==> config.mk <==
export PLATFORM = sky130hd
export DESIGN_NAME = lineBuffer
export DESIGN_NICKNAME = d
export VERILOG_FILES = /design/src/hw/dcachePkg.sv /design/src/hw/lineBuffer.sv
export SDC_FILE = /design/constraint.sdc
export NUM_CORES = 1
export LEC_CHECK = 0
export BUFFER_PORTS_ARGS = -buffer_cell sky130_fd_sc_hd__buf_2
export CORE_AREA = 2 2 181 183
export CTS_CLUSTER_SIZE = 30
export DETAILED_ROUTE_END_ITERATION = 6
export DIE_AREA = 0 0 183 185
export MAX_ROUTING_LAYER = met4
export PLACE_DENSITY_LB_ADDON = 0.25
export SYNTH_ARGS = -nofsm -noshare
export SYNTH_HDL_FRONTEND = slang
export SYNTH_SLANG_ARGS = --single-unit
==> constraint.sdc <==
create_clock -name clk -period 1.9 [get_ports clk]
set_input_delay 0.19 -clock clk [delete_from_list [all_inputs] [get_ports clk]]
set_output_delay 0.19 -clock clk [all_outputs]
set_load 0.02 [all_outputs]
==> src/hw/dcachePkg.sv <==
/*
 * Data cache package: geometry, controller states, memory-side opcodes
 * and the packed structs that connect the cache blocks.
 */
`default_nettype none

package dcachePkg;

  ////////////////////////////////////////
  // geometry
  ////////////////////////////////////////
  localparam int addrBits     = 16;
  localparam int wordBits     = 32;
  localparam int wordsPerLine = 4;
  localparam int numSets      = 16;
  localparam int numWays      = 2;
  // byte offset inside a line, word index inside a line
  localparam int offsetBits   = 4;
  localparam int wordSelBits  = 2;
  localparam int indexBits    = 4;
  localparam int tagBits      = addrBits - indexBits - offsetBits;
  localparam int lineBits     = wordsPerLine * wordBits;

  ////////////////////////////////////////
  // control encodings
  ////////////////////////////////////////
  typedef enum logic [2:0] {
    idle,
    lookup,
    evict,
    fetch,
    fill,
    finish,
    uncached
  } ctrlState;

  // what the line buffer puts on the memory bus
  typedef enum logic [2:0] {
    opNone,
    opFetch,
    opEvict,
    opUncachedRead,
    opUncachedWrite
  } busOp;

  ////////////////////////////////////////
  // port bundles
  ////////////////////////////////////////
  typedef struct packed {
    logic                sel;
    logic                enable;
    logic                write;
    logic [addrBits-1:0] addr;
    logic [wordBits-1:0] wdata;
  } apbReqT;

  typedef struct packed {
    logic                ready;
    logic [wordBits-1:0] rdata;
    logic                slverr;
  } apbRspT;

  typedef struct packed {
    logic                read;
    logic                write;
    logic [addrBits-1:0] addr;
    logic [wordBits-1:0] wdata;
  } memReqT;

  typedef struct packed {
    logic                ack;
    logic [wordBits-1:0] rdata;
  } memRspT;

  // controller to storage strobes
  typedef struct packed {
    logic lineWrite;
    logic wordWrite;
    logic advanceVictim;
  } wayCtrlT;

endpackage

`default_nettype wire

==> src/hw/lineBuffer.sv <==
/*
 * Memory-side datapath: word counter, fill buffer, bus address and write
 * data generation, and the APB read-data select.
 */
`timescale 1ns/1ps
`default_nettype none

module lineBuffer (
  input  logic                           clk,
  input  logic                           reset,
  input  dcachePkg::busOp                op,
  input  logic [dcachePkg::addrBits-1:0] addr,
  input  logic [dcachePkg::wordBits-1:0] wdata,
  input  logic [dcachePkg::lineBits-1:0] victimLine,
  input  logic [dcachePkg::tagBits-1:0]  victimTag,
  input  logic [dcachePkg::wordBits-1:0] hitWord,
  input  dcachePkg::memRspT              memRsp,
  output dcachePkg::memReqT              memReq,
  output logic [dcachePkg::lineBits-1:0] fillLine,
  output logic                           lastWord,
  output logic [dcachePkg::wordBits-1:0] rdata
);

  localparam int byteBits = dcachePkg::offsetBits - dcachePkg::wordSelBits;

  logic [dcachePkg::wordSelBits-1:0] wordCount;
  logic [dcachePkg::indexBits-1:0]   setIdx;
  logic [dcachePkg::wordBits-1:0]    victimWord;
  logic [dcachePkg::wordBits-1:0]    heldWord;
  logic                              heldValid;
  logic                              ackSeen;
  logic                              uncachedOp;

  assign setIdx     = addr[dcachePkg::offsetBits +: dcachePkg::indexBits];
  assign victimWord = victimLine[wordCount*dcachePkg::wordBits +: dcachePkg::wordBits];
  assign uncachedOp = (op == dcachePkg::opUncachedRead) || (op == dcachePkg::opUncachedWrite);

  // an ack only counts while a strobe is up
  assign ackSeen  = memRsp.ack & (memReq.read | memReq.write);
  assign lastWord = (wordCount == dcachePkg::wordSelBits'(dcachePkg::wordsPerLine - 1)) |
                    uncachedOp;

  ////////////////////////////////////////
  // bus request
  ////////////////////////////////////////
  always_comb begin
    memReq       = '0;
    memReq.addr  = addr;
    memReq.wdata = wdata;
    case (op)
      dcachePkg::opFetch: begin
        memReq.read = 1'b1;
        memReq.addr = {addr[dcachePkg::addrBits-1:dcachePkg::offsetBits], wordCount,
                       {byteBits{1'b0}}};
      end
      dcachePkg::opEvict: begin
        // victim line goes back to its own address
        memReq.write = 1'b1;
        memReq.addr  = {victimTag, setIdx, wordCount, {byteBits{1'b0}}};
        memReq.wdata = victimWord;
      end
      dcachePkg::opUncachedRead:  memReq.read = 1'b1;
      dcachePkg::opUncachedWrite: memReq.write = 1'b1;
      default: memReq.read = 1'b0;
    endcase
  end

  // word counter, restarts whenever the bus goes quiet
  always_ff @(posedge clk or posedge reset) begin
    if (reset) begin
      wordCount <= '0;
      heldValid <= 1'b0;
    end else begin
      if (op == dcachePkg::opNone) begin
        wordCount <= '0;
      end else if (ackSeen) begin
        wordCount <= wordCount + 1'b1;
      end
      // finish follows the uncached ack by one cycle
      heldValid <= ackSeen & (op == dcachePkg::opUncachedRead);
    end
  end

  // fetched words and the uncached read word
  always_ff @(posedge clk) begin
    if (ackSeen && op == dcachePkg::opFetch) begin
      fillLine[wordCount*dcachePkg::wordBits +: dcachePkg::wordBits] <= memRsp.rdata;
    end
    if (ackSeen && op == dcachePkg::opUncachedRead) begin
      heldWord <= memRsp.rdata;
    end
  end

  assign rdata = heldValid ? heldWord : hitWord;

endmodule

`default_nettype wire

==> qor.csv, run 1 <==
stage,metric,value,unit
run_status,failing checks,negative setup slack,
worst_hold_path,hold crit path type,input pin to flip-flop,
worst_setup_path,Worst Setup Start Kind,flip-flop,
worst_setup_path,Worst Reg2Reg Path Length in Cells,9,
power_and_ir_drop,Pleak,5.45,nW
logic_synthesis,Synth Cell Area,0.00794,mm²
run_status,status,"complete, but fails checks",
sta,fmax,0.441,GHz
finish,Nets,1341,
sta,final worst path period need,2.27,ns
logic_synthesis,register area share after synthesis,61.5,%
floorplan,Initial Utilization,24.8,%
detailed_routing,vias,6707,
sta,max-slew violations,0,
floorplan,Top Ports,465,
global_routing,total track usage,18.7,%
placed_design,Placement Setup Slack,-0.106,ns
sta,Final Skew,0.0145,ns
global_routing,overflow left after global routing,0,
clocking,number of CTS-inserted buffers,17,
worst_setup_path,reg-to-reg endpoint,fillLine[107]$_DFFE_PP_,
finish,share of cells above drive strength 1,65.2,%
floorplan,Site Rows,66,
clocking,Max clock buf depth,2,
clocking,CTS tree,done,
logic_synthesis,"EDFF count, synth",160,
clocking,root buffer cell,clkbuf_16,
detailed_routing,Pre-antenna DRT Iters,4,
worst_hold_path,Hold Path Depth,1,
finish,FILL cells,3154,
clocking,TritonCTS Sinks,163,
worst_setup_path,register-to-register setup slack,-0.17,ns
power_and_ir_drop,worst vdd ir,0.000522,V
floorplan,die area,0.0339,mm²
worst_setup_path,Critical Path AT,2.08,ns
finish,fin cells,1510,
floorplan,Die H,185,µm
floorplan,width of the die,183,µm
clocking,Clock Pin Slew Worst Setup and Hold Paths,0.07,ns
worst_setup_path,CP endpoint kind,output port,
sta,final hold violation count,0,
finish,post-route cell area,0.0127,mm²
detailed_routing,WL final,34400,µm
worst_setup_path,Critical Path RT,1.71,ns
logic_synthesis,Mapped Nets,811,
run,Max-Cap Viols,0,
logic_synthesis,top area cells in the synthesized netlist,"edfxtp_1, and2_1, mux2i_1",
sta,Tcrit/Tclk final,119,%
logic_synthesis,Mapped Avg Cell Area,14.4,µm²
worst_setup_path,R2R Path Start,wordCount[0]$_DFFE_PP0P_,
sta,Final Setup Violations,104,
logic_synthesis,Synth cell types,30,
global_routing,first-pass GRT wire length,43800,µm
placed_design,placed inst area,0.0110,mm²
global_routing,initial antenna violation count,10,
sta,slew margin rel.,73.6,%
placed_design,Inst Count DP,1412,
placed_design,dpl hpwl,23200,µm
logic_synthesis,Synth top area share,60.5,%
global_routing,largest net degree at the start of global routing,41,
placed_design,GPL Wtd Cong,0.890,
clocking,H-Tree Depth,4,
sta,Tightest Pin Transition,0.395,ns
power_and_ir_drop,Pwr Density,846,mW/mm²
finish,area delta synth->final,60.6,%
global_routing,vias in the first global route,6621,
clocking,worst skew pair latency,0.43,ns
logic_synthesis,#FFs+latches synth,163,
detailed_routing,drt wl/cell,22.8,µm
sta,final worst slack,-0.366,ns
worst_hold_path,Min-Delay Endpoint,heldWord[26]$_DFFE_PP_,
detailed_routing,number of DRC markers in iteration 0,298,
logic_synthesis,Post-synth top flop,edfxtp_1,
logic_synthesis,Post-synth ARST share,1.84,%
logic_synthesis,commonest cells in the synthesized netlist,"edfxtp_1, and2_1, mux2i_1",
worst_hold_path,hold path start,memRsp[26],
detailed_routing,DR DRC count,0,
logic_synthesis,Synth warnings,0,
logic_synthesis,biggest area consumer among synthesized cells,edfxtp_1,
worst_setup_path,"Worst Path Class, Setup",flip-flop to output port,
detailed_routing,post-DR vias/cell,4.44,
sta,sum of negative setup slack,-16.69,ns
detailed_routing,post-route ant nets,0,
placed_design,PortBufs,456,
worst_setup_path,CP max FO,15,
power_and_ir_drop,Final Power,10.8,mW
logic_synthesis,gate count of the mapped netlist,551,
logic_synthesis,cell with the most instances after synthesis,edfxtp_1,
sta,unrepaired setup endpoints after global routing,yes,
floorplan,core area,0.0320,mm²
power by group:
part | internal [mW] | switching [mW] | leakage [nW]
logic | 1.70 | 1.68 | 3.77
clock network | 1.89 | 1.38 | 0.262
registers | 4.10 | 0.0311 | 1.41
total | 7.69 | 3.09 | 5.45
layer usage:
layer | vias to the layer above | part of all wire (%) | global-route usage (%)
li1 | 3123 | - | -
met1 | 3236 | 39 | 20.3
met2 | 318 | 53 | 33.0
met3 | 30 | 5.5 | 4.60
met4 | 0 | 2.0 | 7.33
met5 | - | 0 | -
per-stage QoR:
step / utilization (%) / hold slack (ns)
2_1_floorplan: - / -0.0564
3_3_place_gp: 34.4 / 0.124
3_5_place_dp: 34.4 / 0.118
4_1_cts: 38.2 / 0.00173
5_1_grt: 39.8 / 0.00759
6_report: 39.8 / 0.0220
registers in the layout (all words and copies together), names as in the netlist:
signal and flops:
fillLine 128, heldValid 1, heldWord 32, wordCount 2
cells by family (layout without fill, tap and decap cells):
kind of cell             after synthesis  count (layout)  synth area share, %
flip-flops                           163             163                 61.5
buffers and inverters                 49             582                 3.28
other                                  0              12                    0
multiplexers                         106             106                 14.0
AO/OA/AOI/OAI                         39              39                 6.51
AND/OR/NAND/NOR                      186             192                 13.5
adder cells (fa/ha/maj)                6               6                0.946
XOR/XNOR                               2               2                0.221
layout by cell type (no fill, tap or decap), types with 7 or more instances in the layout:
| master | synthesis | layout |
|---|---|---|
| and2_1 | 124 | 67 |
| and2_4 | 0 | 54 |
| and3_1 | 11 | 7 |
| and3_4 | 0 | 9 |
| buf_12 | 0 | 17 |
| buf_2 | 10 | 422 |
| buf_4 | 7 | 58 |
| buf_6 | 5 | 21 |
| clkbuf_16 | 0 | 22 |
| diode_2 | 0 | 12 |
| dlygate4sd3_1 | 0 | 18 |
| edfxtp_1 | 160 | 160 |
| mux2_2 | 42 | 41 |
| mux2i_1 | 64 | 63 |
| nand2_1 | 32 | 32 |
| nor2_1 | 8 | 7 |
| o221ai_2 | 31 | 30 |
worst max-delay path, stage by stage (launching register included):
cell and delay [ns]:
dfrtp_1 0.40, buf_4 0.15, or4b_4 0.56, buf_12 0.19, o221ai_1 0.16, buf_4 0.17
repair_timing:
action,in CTS,in global routing
buffers inserted,9,16
gates resized for setup,63,85
gates cloned,7,12
pin swaps,6,44
hold endpoints to repair,20,0
hold buffers,18,0
endpoints found under the setup margin,94,155
worst max path at each step:
stage | startpoint | to | slack, ns | depth (start not counted)
CTS | wordCount[1]$_DFFE_PP0P_ | memReq[9] | -0.37 | 5
floorplan | op[0] | fillLine[0]$_DFFE_PP_ | -0.07 | 4
detailed placement | wordCount[1]$_DFFE_PP0P_ | memReq[9] | -0.11 | 5
global placement | wordCount[1]$_DFFE_PP0P_ | memReq[31] | -0.06 | 5
global route | wordCount[1]$_DFFE_PP0P_ | memReq[9] | -0.43 | 5
finish | wordCount[1]$_DFFE_PP0P_ | memReq[31] | -0.37 | 5
cell type report:
type / count / area [µm²] / share of cell area, %
multi-input combinational: 345 / 3110 / 24.4
clock buffer: 17 / 425 / 3.34
tap: 408 / 510 / 4.01
clock inverter: 11 / 115 / 0.903
timing repair buffer: 549 / 3650 / 28.6
inverter: 5 / 25.0 / 0.196
antenna: 12 / 30.0 / 0.236
sequential: 163 / 4880 / 38.3
(Power assumes the default switching activity.)
==> run 2, diff against run 1 <==
- MAX_ROUTING_LAYER: met4 -> default
==> qor.csv, run 2 (synthesis gave the netlist of run 1 again) <==
stage,metric,value,unit,change
run_status,status,"complete, but fails checks",,
run_status,failing checks,negative setup slack,,
worst_setup_path,Critical Path RT,1.71,ns,about the same
sta,fmax,0.442,GHz,+0.18%
global_routing,overflow left after global routing,0,,unchanged
sta,unrepaired setup endpoints after global routing,yes,,
finish,register with the most flip-flops,fillLine,,
detailed_routing,drt wl/cell,21.9,µm,-3.7%
run,Max-Cap Viols,0,,unchanged
global_routing,initial antenna violation count,5,,-5
finish,fin cells,1489,,-1.4%
sta,Tcrit/Tclk final,119,%,-0.22 points
clocking,TritonCTS Sinks,163,,unchanged
global_routing,total track usage,18.3,%,-0.38 points
detailed_routing,Pre-antenna DRT Iters,4,,unchanged
finish,"commonest cells after routing, fill and taps aside","buf_2, edfxtp_1, and2_1, mux2i_1, buf_4",,
worst_setup_path,"Worst Path Class, Setup",flip-flop to output port,,
floorplan,core area,0.0320,mm²,unchanged
finish,area delta synth->final,57.4,%,
sta,slew margin rel.,69.9,%,-3.7 points
clocking,worst skew pair latency,0.43,ns,about the same
power_and_ir_drop,Pwr Density,867,mW/mm²,+2.5%
floorplan,width of the die,183,µm,unchanged
worst_setup_path,Worst Reg2Reg Path Length in Cells,7,,-2
worst_setup_path,CP max FO,16,,+1
clocking,Clock Pin Slew Worst Setup and Hold Paths,0.07,ns,about the same
power_and_ir_drop,Sequential Power Share,38.1,%,-0.2 points
detailed_routing,WL final,32700,µm,-5.0%
detailed_routing,post-route ant nets,0,,unchanged
floorplan,Top Ports,465,,unchanged
finish,"commonest non-fill, non-tap cell in the layout",buf_2,,
placed_design,PortBufs,456,,unchanged
finish,Final Util,39.0,%,-0.80 points
power_and_ir_drop,worst vdd ir,0.000471,V,-9.8%
power_and_ir_drop,Internal,7.89,mW,+2.5%
power_and_ir_drop,combinational power share,27.0,%,-4.3 points
finish,share of cells above drive strength 1,59.4,%,-5.8 points
clocking,Max clock buf depth,2,,unchanged
power_and_ir_drop,clock power share,34.9,%,+4.6 points
clocking,H-Tree Depth,4,,unchanged
worst_setup_path,CP endpoint kind,output port,,
power_and_ir_drop,Sw Share,27.2,%,-1.5 points
placed_design,GPL Wtd Cong,0.923,,+3.7%
power_and_ir_drop,P_sw,2.95,mW,-4.6%
floorplan,Site Rows,66,,unchanged
sta,Tightest Pin Transition,0.450,ns,+0.0557 ns
clocking,number of CTS-inserted buffers,17,,unchanged
detailed_routing,post-DR vias/cell,4.40,,-0.98%
sta,final worst path period need,2.26,ns,-0.00415 ns
global_routing,largest net degree at the start of global routing,34,,-17%
detailed_routing,vias,6549,,-2.4%
sta,final worst slack,-0.362,ns,+0.00415 ns
worst_hold_path,hold crit path type,input pin to flip-flop,,
sta,Final Setup Violations,33,,-68%
worst_hold_path,Hold Path Depth,1,,unchanged
finish,FILL cells,3146,,-0.25%
floorplan,Die H,185,µm,unchanged
clocking,root buffer cell,clkbuf_16,,
worst_setup_path,Critical Path AT,2.07,ns,about the same
placed_design,Inst Count DP,1412,,unchanged
sta,final hold violation count,0,,unchanged
finish,Nets,1323,,-1.3%
sta,max-slew violations,0,,unchanged
placed_design,dpl hpwl,23100,µm,-0.36%
detailed_routing,number of DRC markers in iteration 0,280,,-6.0%
clocking,CTS tree,done,,
detailed_routing,DR DRC count,0,,unchanged
power_and_ir_drop,Pleak,5.33,nW,-2.2%
finish,max FFs per register,128,,unchanged
finish,biggest regs,"fillLine: 128 flops, heldWord: 32 flops, wordCount: 2 flops",,
floorplan,Initial Utilization,24.8,%,unchanged
sta,Final Skew,0.0140,ns,-0.000514 ns
global_routing,vias in the first global route,6596,,-0.38%
floorplan,die area,0.0339,mm²,unchanged
global_routing,first-pass GRT wire length,44400,µm,+1.3%
worst_setup_path,Worst Setup Start Kind,flip-flop,,
[run 2: cell count changes in the layout (fill, tap and decap cells not counted), moves of 5 or more]
cell	previous run	this run
diode_2	12	5
and3_4	9	2
buf_4	58	53
and2_1	67	120
buf_6	21	11
and2_4	54	1
[run 2: layout make-up]
type | instances | area (µm²) | area share, %
antenna | 5 | 12.5 | 0.100
clock inverter | 12 | 203 | 1.62
multi-input combinational | 339 | 2880 | 23.1
timing repair buffer | 537 | 3540 | 28.4
sequential | 163 | 4880 | 39.1
inverter | 5 | 21.3 | 0.170
tap | 408 | 510 | 4.09
clock buffer | 20 | 437 | 3.50
[run 2: per-layer routing]
layer | wire length [µm] | track usage, %
met3 | 2440 | 4.84
met2 | 16600 | 32.7
met4 | 945 | 7.87
met1 | 12700 | 20.6
met5 | 20 | 0
[run 2: what timing repair did]
action | CTS | global route
pin swaps | 2 | 0
cloned | 7 | 4
resized for setup | 54 | 20
hold buffers | 21 | 0
setup endpoints to repair | 64 | 170
hold endpoints to repair | 23 | 0
setup buffers | 6 | 3
[run 2: final timing paths]
check	start	end	slack [ns]
worst max-delay path	wordCount[1]$_DFFE_PP0P_	memReq[30]	-0.36
max in group asynchronous	reset	wordCount[0]$_DFFE_PP0P_	1.47
min in group asynchronous	reset	wordCount[0]$_DFFE_PP0P_	0.22
worst min-delay path	memRsp[1]	heldWord[1]$_DFFE_PP_	0.02
worst max register to register	wordCount[0]$_DFFE_PP0P_	fillLine[124]$_DFFE_PP_	0.06
worst min register to register	wordCount[1]$_DFFE_PP0P_	wordCount[1]$_DFFE_PP0P_	0.83
[run 2: per-stage QoR]
step	cell area, µm²	worst slack (ns)	total power [mW]	TNS (ns)	hold WS, ns
floorplan	7940	-0.0709	5.50	-9.08	-0.0564
global placement	11000	-0.0349	6.55	-0.437	0.119
detailed placement	11000	-0.0963	6.55	-2.02	0.124
CTS	12300	-0.402	10.8	-11.84	0.00293
global route	12500	-0.444	11.3	-13.27	0.00495
finish	12500	-0.362	10.8	-10.81	0.0219
[run 2: critical path, stage by stage (launching register included)]
cell	delay, ns
dfrtp_1	0.40
buf_6	0.13
or4b_4	0.57
buf_12	0.19
o221ai_2	0.17
buf_4	0.17
[run 2: power groups by stage]
stage               Clock (mW)  Combinational (mW)  Sequential [mW]
global placement             0                2.34             4.20
global route              4.00                3.14             4.14
CTS                       3.86                2.78             4.13
floorplan                    0                1.24             4.27
detailed placement           0                2.35             4.21
finish                    3.78                2.92             4.13
