`src/hw/dcachePkg.sv`:
```
/*
 * Data cache package: geometry, controller states, memory-side opcodes
 * and the packed structs that connect the cache blocks.
 */
`default_nettype none

package dcachePkg;

  ////////////////////////////////////////
  // geometry
  ////////////////////////////////////////
  localparam int addrBits     = 16;
  localparam int wordBits     = 32;
  localparam int wordsPerLine = 4;
  localparam int numSets      = 16;
  localparam int numWays      = 2;
  // byte offset inside a line, word index inside a line
  localparam int offsetBits   = 4;
  localparam int wordSelBits  = 2;
  localparam int indexBits    = 4;
  localparam int tagBits      = addrBits - indexBits - offsetBits;
  localparam int lineBits     = wordsPerLine * wordBits;

  ////////////////////////////////////////
  // control encodings
  ////////////////////////////////////////
  typedef enum logic [2:0] {
    idle,
    lookup,
    evict,
    fetch,
    fill,
    finish,
    uncached
  } ctrlState;

  // what the line buffer puts on the memory bus
  typedef enum logic [2:0] {
    opNone,
    opFetch,
    opEvict,
    opUncachedRead,
    opUncachedWrite
  } busOp;

  ////////////////////////////////////////
  // port bundles
  ////////////////////////////////////////
  typedef struct packed {
    logic                sel;
    logic                enable;
    logic                write;
    logic [addrBits-1:0] addr;
    logic [wordBits-1:0] wdata;
  } apbReqT;

  typedef struct packed {
    logic                ready;
    logic [wordBits-1:0] rdata;
    logic                slverr;
  } apbRspT;

  typedef struct packed {
    logic                read;
    logic                write;
    logic [addrBits-1:0] addr;
    logic [wordBits-1:0] wdata;
  } memReqT;

  typedef struct packed {
    logic                ack;
    logic [wordBits-1:0] rdata;
  } memRspT;

  // controller to storage strobes
  typedef struct packed {
    logic lineWrite;
    logic wordWrite;
    logic advanceVictim;
  } wayCtrlT;

endpackage

`default_nettype wire

```
`src/hw/cacheCtrl.sv`:
```
/*
 * Cache controller FSM. Sequences hits, dirty evictions, line fills and
 * uncached single-word accesses, and raises APB ready at the end of each.
 */
`timescale 1ns/1ps
`default_nettype none

module cacheCtrl (
  input  logic               clk,
  input  logic               reset,
  input  dcachePkg::apbReqT  apbReq,
  input  logic               hit,
  input  logic               victimDirty,
  input  logic               lastWord,
  input  logic               ack,
  output dcachePkg::wayCtrlT wayCtl,
  output dcachePkg::busOp    op,
  output logic               ready
);

  dcachePkg::ctrlState state;
  dcachePkg::ctrlState nextState;

  logic uncachedAccess;
  logic setupPhase;
  logic lineDone;

  ////////////////////////////////////////
  // request decode
  ////////////////////////////////////////

  // top address bit selects the uncached window
  assign uncachedAccess = apbReq.addr[dcachePkg::addrBits-1];

  assign setupPhase = apbReq.sel & ~apbReq.enable;

  // last word of a line transfer, or the single uncached word, acknowledged
  assign lineDone = ack & lastWord;

  ////////////////////////////////////////
  // state register
  ////////////////////////////////////////
  always_ff @(posedge clk or posedge reset) begin
    if (reset) begin
      state <= dcachePkg::idle;
    end else begin
      state <= nextState;
    end
  end

  ////////////////////////////////////////
  // next state
  ////////////////////////////////////////
  always_comb begin
    nextState = state;
    case (state)
      dcachePkg::idle: begin
        if (setupPhase) begin
          nextState = dcachePkg::lookup;
        end
      end
      dcachePkg::lookup: begin
        if (uncachedAccess) begin
          nextState = dcachePkg::uncached;
        end else if (hit) begin
          nextState = dcachePkg::idle;
        end else if (victimDirty) begin
          nextState = dcachePkg::evict;
        end else begin
          nextState = dcachePkg::fetch;
        end
      end
      // write back the whole victim line first
      dcachePkg::evict: begin
        if (lineDone) begin
          nextState = dcachePkg::fetch;
        end
      end
      dcachePkg::fetch: begin
        if (lineDone) begin
          nextState = dcachePkg::fill;
        end
      end
      dcachePkg::fill: begin
        nextState = dcachePkg::finish;
      end
      dcachePkg::finish: begin
        nextState = dcachePkg::idle;
      end
      dcachePkg::uncached: begin
        if (lineDone) begin
          nextState = dcachePkg::finish;
        end
      end
      default: begin
        nextState = dcachePkg::idle;
      end
    endcase
  end

  ////////////////////////////////////////
  // outputs
  ////////////////////////////////////////
  always_comb begin
    op     = dcachePkg::opNone;
    wayCtl = '0;
    ready  = 1'b0;
    case (state)
      dcachePkg::lookup: begin
        // hit completes in the first access cycle
        if (!uncachedAccess && hit) begin
          ready            = 1'b1;
          wayCtl.wordWrite = apbReq.write;
        end
      end
      dcachePkg::evict: begin
        op = dcachePkg::opEvict;
      end
      dcachePkg::fetch: begin
        op = dcachePkg::opFetch;
      end
      dcachePkg::fill: begin
        // install the fetched line and move the round-robin pointer on
        wayCtl.lineWrite     = 1'b1;
        wayCtl.advanceVictim = 1'b1;
      end
      dcachePkg::finish: begin
        // line is resident now, so a cached write lands on the hit way
        ready            = 1'b1;
        wayCtl.wordWrite = apbReq.write & ~uncachedAccess;
      end
      dcachePkg::uncached: begin
        if (apbReq.write) begin
          op = dcachePkg::opUncachedWrite;
        end else begin
          op = dcachePkg::opUncachedRead;
        end
      end
      default: begin
        op = dcachePkg::opNone;
      end
    endcase
  end

endmodule

`default_nettype wire

```
`config.mk`:
```
export PLATFORM = sky130hd
export DESIGN_NAME = cacheCtrl
export DESIGN_NICKNAME = d
export VERILOG_FILES = /design/src/hw/dcachePkg.sv /design/src/hw/cacheCtrl.sv
export SDC_FILE = /design/constraint.sdc
export NUM_CORES = 1
export LEC_CHECK = 0
export BUFFER_PORTS_ARGS = -buffer_cell sky130_fd_sc_hd__buf_2
export CAP_MARGIN = 10
export CORE_MARGIN = 3
export CORE_UTILIZATION = 22
export DETAILED_ROUTE_END_ITERATION = 10
export PLACE_DENSITY = 0.77
export SKIP_LAST_GASP = 1
export SYNTH_ARGS = -nofsm -noshare
export SYNTH_HDL_FRONTEND = slang
export SYNTH_SLANG_ARGS = --single-unit
```
`constraint.sdc`:
```
create_clock -name clk -period 1.25 [get_ports clk]
set_input_delay 0.25 -clock clk [delete_from_list [all_inputs] [get_ports clk]]
set_output_delay 0.25 -clock clk [all_outputs]
set_load 0.05 [all_outputs]
```
==> key figures, run 1 <==
Worst setup path
  – CP arrival: around 1200 ps
  – Worst-path cell chain: nand2b_4 > o21a_1 > nor2_4 > buf_8
  – Critical path class: reg -> out
  – FF-to-FF path depth: 5
  – Reg2reg start: state[0]$_DFFE_PP0P_
  – Startpoint types: flip-flop
  – Worst Setup SP: state[0]$_DFFE_PP0P_
  – Max stage delay on crit path: 430 ps
  – Crit path max fanout: 4
  – CP required: 1000 ps
  – Crit path capture type: primary output
  – Worst path slowest cell: dfrtp_2

CTS
  – Max Root-Sink Buffers: 2
  – Root buf cell: clkbuf_4
  – CTS Sinks: 3
  – H-tree levels: 1
  – Skew-Pair Late Insertion Delay: between 200 and 250 ps
  – CTS tree: built
  – Clock transition at path regs: about 30 ps
  – TritonCTS Buffers: 3

Outcome
  – Violated checks: setup timing
  – Outcome: complete, but fails checks

Power and ir drop
  – Sequential power share: 0.130
  – Switching fraction of total power: 0.4656
  – Leak: 0.2881 nW
  – Tot Pwr: approximately 1.6 mW
  – P_sw: between 0.7 and 0.8 mW
  – Pint: 0.8637 mW
  – Clock power share: 0.104
  – VDD IR-drop max: about 0.8 mV
  – Power Density: around 2600 mW/mm²
  – Comb pwr share: 0.765

Flow run
  – Max cap viols: 0

Finish
  – Fin util: 0.5288
  – Largest register FFs: 3
  – Inserted Diodes: 0
  – Fillers: approximately 120
  – Nets: approximately 120
  – Most flops, register: state
  – Syn-to-layout area delta: 115.2%
  – Layout cells sized above 1: 0.6923
  – Biggest regs: state x3

Die
  – Die X: around 42 µm
  – Total core area: roughly 0.0012 mm²
  – Num rows: 12
  – I/O Pins: 64
  – Die height: 42.17 µm
  – Die area: 0.001778 mm²
  – Initial Util: 0.2457

Drt
  – Final WL: 880 µm
  – Routed len/inst: approximately 11 µm
  – TritonRoute pass-1 iters: 4
  – Via-to-Cell Ratio: 4.443
  – DR vias: 351
  – Antenna viol nets, final: 0
  – Initial DRC Count: 3
  – DRC viols: 0

STA
  – Slew Limit Fails: 0
  – Post-route minimum period: 1494 ps
  – Final Hold Fails: 0
  – Post-route worst setup slack: -244.0 ps
  – Setup violations, final: 8
  – Slew Limit Headroom: 0.8598
  – Fmax achieved: 669.3 MHz
  – Clock Skew: about 4.3 ps
  – RSZ-0062 raised after global routing: yes
  – Least-Margin Pin Slew: between 200 and 250 ps
  – Part of the cycle the worst path needs: 1.195

Logic synthesis
  – Syn_area_per_cell: a little under 8 µm²
  – YS warnings: 0
  – Yosys reg bits: 3
  – Synth cell types: 22
  – Gate Count Post-Synth: 37
  – Syn nets: 94
  – Sequential fraction of the synthesis area: 0.2609
  – Post-Synthesis Cell Area: 287.8 µm²

Placed design
  – Final Wtd Congestion: approximately 0.83
  – I/O Buffers: 16
  – Post-DP HPWL: around 650 µm

Global route
  – Gr ovfl total: 0
  – Total GRT Usage: 0.1123
  – First-pass GRT wire length: 1.538 mm
  – Number of global-route vias before repair: 367
  – Initial antenna violation count: 0
  – Largest net degree at the start of global routing: 8

Worst hold path
  – Worst Min Path Start: apbReq[49]
  – WHS Path Cells: 4
  – Hold crit path type: in -> reg
-- metrics by stage --
step                setup WS [ps]  TNS (ps)  area [µm²]  instances  hold WS [ps]
floorplan                  -302.2    -658.7       349.1         37         3.575
global placement           -118.2    -376.9       467.9         70         115.7
detailed placement         -131.9    -442.5       467.9         70         119.3
CTS                        -270.8     -1729       603.1         79         349.6
global route               -295.9     -2055       619.3         79         382.5
finish                     -244.0     -1601       619.3         79         356.2
-- placed cells by master, fill, tap and decap left out --
| cell type | synthesis | routed |
|---|---|---|
| buf_4 | 1 | 10 |
| buf_2 | 1 | 9 |
| buf_6 | 1 | 5 |
| nand2b_4 | 0 | 4 |
| nor2_4 | 0 | 4 |
| inv_1 | 3 | 3 |
| clkbuf_4 | 0 | 3 |
| nor2_1 | 6 | 2 |
| nand2_1 | 2 | 2 |
| a21oi_4 | 0 | 2 |
| buf_8 | 0 | 2 |
| dfrtp_2 | 0 | 2 |
| and2_4 | 1 | 1 |
| maj3_2 | 0 | 1 |
| a211o_1 | 1 | 1 |
| o21ai_2 | 1 | 1 |
| a31oi_1 | 1 | 1 |
| nor2b_1 | 1 | 1 |
| o21bai_1 | 1 | 1 |
| nand4_1 | 1 | 1 |
| o211ai_1 | 1 | 1 |
| a21oi_1 | 3 | 1 |
| o21a_1 | 1 | 1 |
| nor4b_4 | 0 | 1 |
| mux2i_1 | 1 | 1 |
| o21ai_1 | 1 | 1 |
| clkbuf_1 | 0 | 1 |
| dlygate4sd3_1 | 0 | 1 |
| dfrtp_1 | 3 | 1 |
-- area by class of cell --
class	count	area, µm²	share of cell area
flip-flops and latches	3	77.57	0.1253
repair buffers	27	216.5	0.3495
well taps	14	17.52	0.02828
multi-input cells	28	270.3	0.4364
clock buffers	4	26.28	0.04242
inverters	3	11.26	0.01818
-- cells by family (layout without fill, tap and decap cells) --
logic type / Yosys count / count (layout) / synth area share
DFF: 3 / 3 / 0.2609
adders and majority gates: 1 / 1 / 0.03478
AOI/OAI and AO/OA: 10 / 10 / 0.2305
muxes: 1 / 1 / 0.03478
buffers and inverters: 6 / 34 / 0.1217
and+or+nand+nor: 16 / 16 / 0.3174
-- final timing paths --
kind                                        endpoint  slack, ps
worst max-delay path                           op[0]       -240
worst min-delay path            state[0]$_DFFE_PP0P_        360
worst max register to register  state[1]$_DFFE_PP0P_        -80
worst min register to register  state[2]$_DFFE_PP0P_        660
max in group asynchronous       state[0]$_DFFE_PP0P_        680
min in group asynchronous       state[2]$_DFFE_PP0P_        420
-- metal layers --
layer | up-vias | routed length (µm) | track usage | share of wire
met1 | 155 | 358 | 0.1263 | 0.41
met5 | - | 0 | 0 | 0
met3 | 0 | 67 | 0.05150 | 0.076
li1 | 181 | - | - | -
met4 | 0 | 0 | 0.01863 | 0
met2 | 15 | 453 | 0.1945 | 0.51
-- synth_stat cells --
master | instances | area [µm²]
nand2_1 | 2 | 7.510
dfrtp_1 | 3 | 75.07
o21a_1 | 1 | 7.510
nor4b_2 | 1 | 15.01
buf_4 | 1 | 7.510
inv_1 | 3 | 11.26
o211ai_1 | 1 | 7.510
o21bai_1 | 1 | 7.510
buf_6 | 1 | 11.26
a211o_1 | 1 | 8.760
buf_2 | 1 | 5.000
a21oi_1 | 3 | 15.01
nor2b_1 | 1 | 6.260
o21ai_2 | 1 | 8.760
maj3_1 | 1 | 10.01
and2_4 | 1 | 8.760
nand2b_1 | 4 | 25.02
a31oi_1 | 1 | 6.260
nand4_1 | 1 | 6.260
nor2_1 | 6 | 22.52
o21ai_1 | 1 | 5.000
mux2i_1 | 1 | 10.01
-- worst max-delay path: cells and delay by family (launching register included) --
family	cells	cell delay, ps
compound gates	1	190
buf+inv	1	150
flops	1	430
simple gates	2	240
-- repair_timing --
item                                    CTS  global route
pin swaps                                 3             2
gates resized for setup                  19             4
endpoints found under the setup margin    7             9
hold endpoints to repair                  3             0
setup buffers                             4             0
hold buffers                              1             0
-- power by group through the flow --
stage          registers, mW  clock network [mW]  logic [mW]
4_1_cts                0.211               0.177        1.19
2_1_floorplan          0.191                   0       0.737
3_3_place_gp           0.210                   0       0.923
6_report               0.211               0.169        1.24
3_5_place_dp           0.210                   0       0.935
5_1_grt                0.220               0.186        1.32
Power figures use the tool's default switching activity.
==> run 2, diff against run 1 <==
--- a/config.mk
+++ b/config.mk
@@ -10,6 +10,7 @@
 export CORE_MARGIN = 3
 export CORE_UTILIZATION = 22
 export DETAILED_ROUTE_END_ITERATION = 10
+export MAX_ROUTING_LAYER = met4
 export PLACE_DENSITY = 0.77
 export SKIP_LAST_GASP = 1
 export SYNTH_ARGS = -nofsm -noshare
==> constraint.sdc (replaced) <==
create_clock -name clk -period 1.4 [get_ports clk]
set_input_delay 0.28 -clock clk [delete_from_list [all_inputs] [get_ports clk]]
set_output_delay 0.28 -clock clk [all_outputs]
set_load 0.05 [all_outputs]
==> run 2 against run 1 <==
Against the previous run: the flow still finishes with violations (setup timing); cell count decreased by 2.5%; flip-flop and latch count unchanged; clock-buffer cell count unchanged; first-iteration DRC count increased by 67%; die area unchanged; via count increased by 3.4%; sequential power decreased by 13%; sequential share of layout area increased by 0.42 points; clock skew decreased by 2.5 ps; non-clock buffer count decreased by 2; critical path depth unchanged; largest cell class unchanged.
==> key figures, run 2 (synthesized netlist as in run 1, its figures left out) <==
Outcome
  – Outcome: complete, but fails checks (unchanged)
  – Violated checks: setup timing (unchanged)

Placed design
  – Final Wtd Congestion: 0.8395 (was 0.8292)
  – Post-DP HPWL: 607.9 µm (was 649.9 µm)
  – Placed cells: 69 (was 70)
  – I/O Buffers: 16 (unchanged)

Die
  – Die height: 42.17 µm (unchanged)
  – Initial Util: 0.2457 (unchanged)
  – Die area: 0.001778 mm² (unchanged)
  – Die X: 42.17 µm (unchanged)
  – I/O Pins: 64 (unchanged)
  – Num rows: 12 (unchanged)
  – Total core area: 0.001171 mm² (unchanged)

Worst setup path
  – Max stage delay on crit path: 380 ps (was 430 ps)
  – Crit path capture type: primary output (unchanged)
  – CP delay by family, top: flip-flops (unchanged)
  – Reg2reg setup slack: 170 ps (was -80 ps)
  – Critical path class: reg -> out (unchanged)
  – Worst-path cell chain: buf_4 > nand2b_4 > nor4b_4 > buf_6 (was nand2b_4 > o21a_1 > nor2_4 > buf_8)
  – CP required: 1120 ps (was 1000 ps)
  – Reg2reg start: state[2]$_DFFE_PP0P_ (was state[0]$_DFFE_PP0P_)
  – Startpoint types: flip-flop (unchanged)
  – CP arrival: 1260 ps (was 1240 ps)
  – Worst path slowest cell: dfrtp_2 (unchanged)
  – Crit path max fanout: 5 (was 4)
  – Worst Setup SP: state[0]$_DFFE_PP0P_ (unchanged)
  – WP buf/inv: 2 (was 1)

STA
  – Slew Limit Fails: 0 (unchanged)
  – Post-route minimum period: roughly 1500 ps
  – Least-Margin Pin Slew: 203.4 ps (was 209.5 ps)
  – RSZ-0062 raised after global routing: yes (unchanged)
  – Part of the cycle the worst path needs: 1.097
  – Worst Hold Slack: 375.6 ps (was 356.2 ps)
  – Slew Limit Headroom: 0.8638 (was 0.8598)
  – Clock Skew: 1.757 ps (was 4.253 ps)
  – Post-route worst setup slack: -136.3 ps (was -244.0 ps)
  – Final Hold Fails: 0 (unchanged)
  – Fmax achieved: 650.9 MHz
  – Setup violations, final: 7 (was 8)

Drt
  – DR vias: 363 (was 351)
  – TritonRoute pass-1 iters: 3 (was 4)
  – DRC viols: 0 (unchanged)
  – Via-to-Cell Ratio: 4.714 (was 4.443)
  – Final WL: 825 µm (was 880 µm)
  – Antenna viol nets, final: 0 (unchanged)
  – Routed len/inst: 10.71 µm (was 11.14 µm)
  – Initial DRC Count: 5 (was 3)

Finish
  – Most flops, register: state (unchanged)
  – Largest register FFs: 3 (unchanged)
  – Layout cells sized above 1: 0.6349 (was 0.6923)
  – Fin util: 0.5118 (was 0.5288)
  – Syn-to-layout area delta: 108.3% (was 115.2%)
  – Commonest non-fill, non-tap cell in the layout: buf_2 (was buf_4)
  – Finished Layout Cells: 77 (was 79)
  – Inserted Diodes: 0 (unchanged)
  – Biggest regs: state x3 (unchanged)
  – Most frequent cells in the layout: 9 x buf_2, 8 x buf_6, 4 x nor2_4, 4 x buf_4 (was 10 x buf_4, 9 x buf_2, 5 x buf_6)
  – Nets: 121 (was 123)

Power and ir drop
  – Switching fraction of total power: 0.4707 (was 0.4656)
  – Sequential power share: 0.133 (was 0.130)
  – Comb pwr share: 0.756 (was 0.765)
  – VDD IR-drop max: 0.8891 mV (was 0.8223 mV)
  – Clock power share: 0.111 (was 0.104)
  – P_sw: 0.6505 mW (was 0.7525 mW)
  – Power Density: 2306 mW/mm² (was 2610 mW/mm²)
  – Pint: 0.7316 mW (was 0.8637 mW)
  – Leak: 0.2727 nW (was 0.2881 nW)

Global route
  – First-pass GRT wire length: 1.366 mm (was 1.538 mm)
  – Gr ovfl total: 0 (unchanged)
  – Initial antenna violation count: 0 (unchanged)
  – Number of global-route vias before repair: 346 (was 367)
  – Total GRT Usage: 0.1040 (was 0.1123)
  – Largest net degree at the start of global routing: 8 (unchanged)

CTS
  – Skew-Pair Late Insertion Delay: 230 ps (about the same)
  – Clock transition at path regs: 40 ps (was 30 ps)
  – H-tree levels: 1 (unchanged)
  – TritonCTS Buffers: 3 (unchanged)
  – CTS Sinks: 3 (unchanged)
  – Root buf cell: clkbuf_4 (unchanged)
  – CTS tree: built (unchanged)
  – Max Root-Sink Buffers: 2 (unchanged)

Worst hold path
  – Hold crit path type: in -> reg (unchanged)
  – Worst Min Path Start: apbReq[49] (unchanged)

Flow run
  – Max cap viols: 0 (unchanged)
==> run 2: cell types whose count changed in the layout (fill, tap and decap cells not counted), sizes merged <==
cell | before | now
buf | 26 | 24
==> run 2: repair_timing <==
item,CTS,global route
setup endpoints to repair,7,7
hold buffers,1,0
gates resized for setup,22,6
endpoints found under the hold margin,3,0
pin swaps,1,2
setup buffers,2,1
==> run 2: final timing paths <==
| check | end | depth (start not counted) |
|---|---|---|
| min | state[0]$_DFFE_PP0P_ | 4 |
| max | wayCtl[1] | 4 |
| min in group asynchronous | state[1]$_DFFE_PP0P_ | 3 |
| max in group asynchronous | state[2]$_DFFE_PP0P_ | 3 |
| min reg2reg | state[2]$_DFFE_PP0P_ | 2 |
| max reg2reg | state[1]$_DFFE_PP0P_ | 4 |
==> run 2: power by group through the flow <==
stage          clock (mW)  sequential (mW)  combinational, mW
6_report            0.153            0.184               1.05
3_3_place_gp            0            0.166              0.752
3_5_place_dp            0            0.169              0.763
5_1_grt             0.169            0.189               1.11
2_1_floorplan           0            0.159              0.605
4_1_cts             0.160            0.190              0.960
==> run 2: per-stage QoR <==
stage | cell area [µm²] | setup slack (ps) | total power, mW | TNS, ps
6_report | 599.3 | -136.3 | 1.382 | -576.4
4_1_cts | 569.3 | -144.3 | 1.311 | -704.7
3_5_place_dp | 436.7 | 26.06 | 0.9320 | 0
3_3_place_gp | 436.7 | 38.16 | 0.9177 | 0
5_1_grt | 599.3 | -185.8 | 1.467 | -923.8
2_1_floorplan | 325.3 | -232.7 | 0.7637 | -455.6
==> run 2: layout make-up <==
class / instances / area [µm²]
Clock buffer: 4 / 26.28
Tap cell: 14 / 17.52
Inverter: 3 / 11.26
Fill cell: 111 / 571.8
Multi-Input combinational cell: 28 / 246.5
Timing Repair Buffer: 25 / 220.2
Sequential cell: 3 / 77.57
==> run 2: metal layers <==
| metal | share of wire | GRT usage |
|---|---|---|
| met5 | 0 | - |
| met4 | 0 | 0.03727 |
| met3 | 0.082 | 0.05579 |
| met2 | 0.51 | 0.1733 |
| met1 | 0.40 | 0.1020 |
==> run 2: worst reg2reg max path: stages, from the launching register on <==
cell and delay (ps):
dfrtp_2 440, buf_6 140, buf_4 140, maj3_1 340, o21ai_2 110
